===== src/common/rv32i_pkg.sv =====
`default_nettype none

package rv32i_pkg;

	typedef logic [31:0] word_t;
	typedef logic [31:0] addr_t;
	typedef logic [4:0] reg_idx_t;

	typedef enum logic [6:0] {
		op_lui   = 7'b0110111,
		op_auipc = 7'b0010111,
		op_jal   = 7'b1101111,
		op_jalr  = 7'b1100111,
		op_br    = 7'b1100011,
		op_load  = 7'b0000011,
		op_store = 7'b0100011,
		op_imm   = 7'b0010011,
		op_reg   = 7'b0110011
	} rv32i_opcode;

	typedef enum logic [2:0] {
		add  = 3'b000,
		sll  = 3'b001,
		slt  = 3'b010,
		sltu = 3'b011,
		axor = 3'b100,
		sr   = 3'b101,
		aor  = 3'b110,
		aand = 3'b111
	} arith_funct3_t;

	typedef enum logic [2:0] {
		beq  = 3'b000,
		bne  = 3'b001,
		blt  = 3'b100,
		bge  = 3'b101,
		bltu = 3'b110,
		bgeu = 3'b111
	} branch_funct3_t;

	// Matches funct3 except where sub and sra take the unused slots
	typedef enum logic [2:0] {
		alu_add = 3'b000,
		alu_sll = 3'b001,
		alu_sra = 3'b010,
		alu_sub = 3'b011,
		alu_xor = 3'b100,
		alu_srl = 3'b101,
		alu_or  = 3'b110,
		alu_and = 3'b111
	} alu_ops;

	typedef struct packed {
		rv32i_opcode opcode;
		alu_ops aluop;
		branch_funct3_t cmpop;
		logic [2:0] funct3;
		reg_idx_t rd;
		reg_idx_t rs1;
		reg_idx_t rs2;
		logic load_regfile;
		logic mem_read;
		logic mem_write;
		logic jump;
		logic branch;
		logic cmpmux_sel;
		logic alumux1_sel;
		logic [2:0] alumux2_sel;
		logic [2:0] memwbmux_sel;
	} rv32i_control_word;

	typedef enum logic [2:0] {
		FETCH,
		FETCH_WAIT,
		EXECUTE,
		MEM_WAIT,
		HALT
	} core_state_t;

endpackage

`default_nettype wire

===== src/logic/mem_arbiter.sv =====
`timescale 1ns/100ps
`default_nettype none

module mem_arbiter import rv32i_pkg::*; #(
	parameter int MEM_WORDS_LOG2 = 8
) (
	input  logic clk,
	input  logic rst_n,
	input  logic load_req,
	input  logic load_we,
	input  logic [MEM_WORDS_LOG2-1:0] load_addr,
	input  word_t load_wdata,
	output logic load_gnt,
	output logic load_rvalid,
	output word_t load_rdata,
	input  logic core_req,
	input  logic core_we,
	input  logic [MEM_WORDS_LOG2-1:0] core_addr,
	input  word_t core_wdata,
	output logic core_gnt,
	output logic core_rvalid,
	output word_t core_rdata,
	output logic mem_en,
	output logic mem_we,
	output logic [MEM_WORDS_LOG2-1:0] mem_addr,
	output word_t mem_wdata,
	input  word_t mem_rdata
);

	logic load_rd_q;
	logic core_rd_q;

	// Load port always wins
	assign load_gnt = load_req;
	assign core_gnt = core_req && !load_req;

	assign mem_en = load_req || core_req;
	assign mem_we = load_req ? load_we : core_we;
	assign mem_addr = load_req ? load_addr : core_addr;
	assign mem_wdata = load_req ? load_wdata : core_wdata;

	always_ff @(posedge clk or negedge rst_n) begin
		if (!rst_n) begin
			load_rd_q <= 1'b0;
			core_rd_q <= 1'b0;
		end else begin
			load_rd_q <= load_gnt && !load_we;
			core_rd_q <= core_gnt && !core_we;
		end
	end

	assign load_rvalid = load_rd_q;
	assign core_rvalid = core_rd_q;
	assign load_rdata = mem_rdata;
	assign core_rdata = mem_rdata;

	// Core port keeps its request and write payload until granted
	assert property (@(posedge clk) disable iff (!rst_n)
		(core_req && !core_gnt) |=> core_req && $stable(core_we) && $stable(core_wdata));

endmodule

`default_nettype wire


===== config.mk =====
export PLATFORM = sky130hd
export DESIGN_NAME = mem_arbiter
export DESIGN_NICKNAME = d
export VERILOG_FILES = /design/src/common/rv32i_pkg.sv /design/src/logic/mem_arbiter.sv
export SDC_FILE = /design/constraint.sdc
export NUM_CORES = 1
export LEC_CHECK = 0
export ABC_AREA = 1
export BUFFER_PORTS_ARGS = -buffer_cell sky130_fd_sc_hd__buf_2
export CORE_AREA = 2 2 89 91
export CTS_CLUSTER_DIAMETER = 30
export DETAILED_ROUTE_END_ITERATION = 10
export DIE_AREA = 0 0 91 93
export REMOVE_ABC_BUFFERS = 1
export SLEW_MARGIN = 40
export SYNTH_ARGS = -nofsm -noshare
export SYNTH_HDL_FRONTEND = slang
export SYNTH_SLANG_ARGS = --single-unit
export TNS_END_PERCENT = 10

===== constraint.sdc =====
create_clock -name clk -period 0.8 [get_ports clk]
set_clock_uncertainty 0.05 [all_clocks]
set_input_delay 0.08 -clock clk [delete_from_list [all_inputs] [get_ports clk]]
set_output_delay 0.08 -clock clk [all_outputs]
set_load 0.005 [all_outputs]

; ---- Yosys cells after proc, flatten, opt, wreduce, memory -nomap -nowiden
; Index checks and enable logic that the tools add are counted.
[totals]
register_bits = 2
out_inout_bits = 110
wordCells = 12
[op_classes]
n_mux = 3
reduce_logical = 7
[ops]
columns = cell, count
row1 = $mux 32, 1
row2 = $mux 8, 1
row3 = $logic_and 1x1->1, 3
row4 = $logic_not 1->1, 3
row5 = $logic_or 1x1->1, 1
row6 = $mux 1, 1

; ---- Depth between registers and ports, before layout
[logic_depth]
word_depth = 3
mapped_depth = 5

; ---- Worst setup path before layout
; OpenSTA, ideal clock, no wires.
[synth_path]
path_type = input-to-output
startpoint = in load_req
endpoint = out mem_wdata[20]
arrival_time_ps = 494
t_required_ps = 670
setup_slack_ps = 176
stages = 5
cell_sequence = buf_6 > inv_8 > buf_12 > nand2_2 > nand2_1
[synth_via]
elab_chain_cells = 1
[synth_rtl]
columns = item, line
row1 = from (decl), mem_arbiter.sv:9  ; input logic load_req,
row2 = $mux 32, mem_arbiter.sv:40  ; assign mem_wdata = load_req ? load_wdata : core_wdata;
row3 = to (decl), mem_arbiter.sv:26  ; output word_t mem_wdata,
; No other way between the ends.

; ---- Worst setup path in the final report
[layout_path]
startpoint = in load_req
endpoint = out mem_wdata[24]
; The elaborated chain is that of the path after synthesis.

==> results.cfg <==
[global_routing]
grt_pass1_vias = 1465
grt_max_degree = 17
grt.total_usage = 0.172
grt_first_pass_wirelength_um = 10300
antenna_found_initial = 1
grt_overflow_total = 0

[timing]
finalHoldViolations = 0
drv_slew = 0
min_period_ps = 831
worst_pin_slew_ps = 113
setup_viol = 8
worst_slack_ps = -31.3
relSlewSlack = 0.925
rsz0062_at_grt = true
fin_crit_sh = 1.04
fin_setup_tns_ps = -142
fmaxAchievable_mhz = 1200
hold_ws_ps = 6.25

[die]
start_util = 0.158
dieArea_um2 = 8460
fp-row-count = 32
die_w_um = 91
io_pins = 228
die_h_um = 93
core_um2 = 7530

[synthesis]
synth_sequential_area_ratio = 0.0421
ys_seq_elements = 2
yosysWarnings = 0
synthDistinctLibCells = 11
synth_area_per_cell_um2 = 5.80
synthesis.area_um2 = 1190
syn_inst = 205

[critical_path]
crit_chain = buf_12 > inv_16 > buf_12 > buf_8 > nand2_2 > nand2_2 > buf_2
crit_family = buffers and inverters
critPathLaunch = load_req
cp.arrival_ps = 700
critPathCaptureType = output pin
cp_slowest_stage_delay_ps = 120
crit_slowest_cell = buf_12
path_class = input port to output pin
crit_path_max_fanout = 7
start_kind = input port
worstPathRequired_ps = 670
path_buf_inv = 5

[final_layout]
fill_cells = 904
areaGrowthSynthToFinish_pct = 38.8
final_layout_size_suffix_gt1_frac = 0.639
nets = 397
final_cell_count_no_fill = 380
finalInstanceArea_um2 = 1650

[hold_path]
worst_hold_startpoint = core_we
worst_hold_path_type = input port to register
hold_end = core_rvalid$_DFF_PN0_
min_path_cells = 2

[clock_tree]
cts_made_buffers = 3
cts_tree = yes
root_buffer = clkbuf_8
clockBufferDepth = 2
numClockSinks = 2
path_clk_slew_ps = 30
htreeDepth = 1

[placement]
hpwl_um = 7030
dp_cells = 373
place_congestion = 0.916
io_buffers = 131
dpl_cell_area_um2 = 1470

[routing]
ant_nets = 0
drt-total-wl_um = 7770
drcViolationCount = 0
vias = 1454
firstDrtPassIters = 3
avgViaCountPerCell = 3.83
drt_iter0_markers = 46
post_drt_wl_per_cell_um = 20.4

[outcome]
outcome = complete, but fails checks
violations = negative setup slack

[power_and_ir_drop]
power.density_cell_area_nw_per_um2 = 804
power.leakage_uw = 0.00106
vdd_drop_max_mv = 0.231
power_uw = 1330

[run]
cap_violations = 0
-- through the flow --
| step | util | setup WS [ps] |
|---|---|---|
| 5_1_grt | 0.219 | -67.6 |
| 6_report | 0.219 | -31.3 |
| 3_3_place_gp | 0.195 | -169 |
| 2_1_floorplan | - | 258 |
| 3_5_place_dp | 0.195 | -171 |
| 4_1_cts | 0.214 | -30.2 |
-- kinds of logic (layout without fill, tap and decap cells) --
| kind of cell | after synthesis | in the layout | synth area share |
|---|---|---|---|
| buffers and inverters | 76 | 148 | 0.513 |
| AND/OR/NAND/NOR | 127 | 127 | 0.445 |
| other | 0 | 1 | 0 |
| flip-flops | 2 | 2 | 0.0421 |
-- layout by cell type (no fill, tap or decap), types with 2 or more instances in the layout --
cell,instances
buf_2,128
nand2_1,95
nand2_2,29
buf_6,5
buf_12,4
clkbuf_8,3
buf_4,3
dfrtp_1,2
-- how the worst max path moves through the flow --
stage | cells after the start | to | slack, ps
2_1_floorplan | 3 | core_rvalid$_DFF_PN0_ | 260
3_3_place_gp | 6 | mem_wdata[11] | -170
3_5_place_dp | 5 | mem_wdata[0] | -170
4_1_cts | 7 | mem_wdata[15] | -30
5_1_grt | 7 | mem_wdata[24] | -70
6_report | 7 | mem_wdata[24] | -30
-- flip-flops by register name, indices dropped and copies added (netlist names) --
register,count
load_rvalid,1
core_rvalid,1
-- cells in the mapped netlist --
master / n / area [um^2]
buf_12: 2 / 40.0
buf_4: 68 / 510
buf_6: 4 / 45.0
dfrtp_1: 2 / 50.1
inv_1: 1 / 3.75
inv_8: 1 / 11.3
nand2_1: 105 / 394
nand2_2: 19 / 119
nor2_1: 1 / 3.75
nor2_2: 1 / 6.26
or2_2: 1 / 6.26
-- where the power goes --
group	switching [uW]	total, uW	internal, uW
clock	78.5	397	318
combinational	377	823	446
sequential	1.56	108	106
-- final cells by class --
type                       count  area, um^2  area share
timing repair buffer         143         852       0.516
inverter                       2        23.8      0.0144
antenna                        1        2.50     0.00152
tap                          102         128      0.0773
multi-input combinational    127         554       0.336
sequential                     2        50.0      0.0303
clock buffer                   3        41.3      0.0250
-- metal layers --
layer  vias up  share of wire  track usage
li1        687              -            -
met1       590           0.29        0.146
met2       167           0.48        0.286
met3         8           0.22        0.171
met4         2         0.0033       0.0265
met5         -         0.0070       0.0705
-- timing repair --
action,CTS,global route
endpoints found under the hold margin,2,0
setup buffers,1,0
resized for setup,12,13
cloned,1,0
pin swaps,1,0
setup endpoints to repair,46,36
hold buffers,1,0
Power figures use the tool's default switching activity.
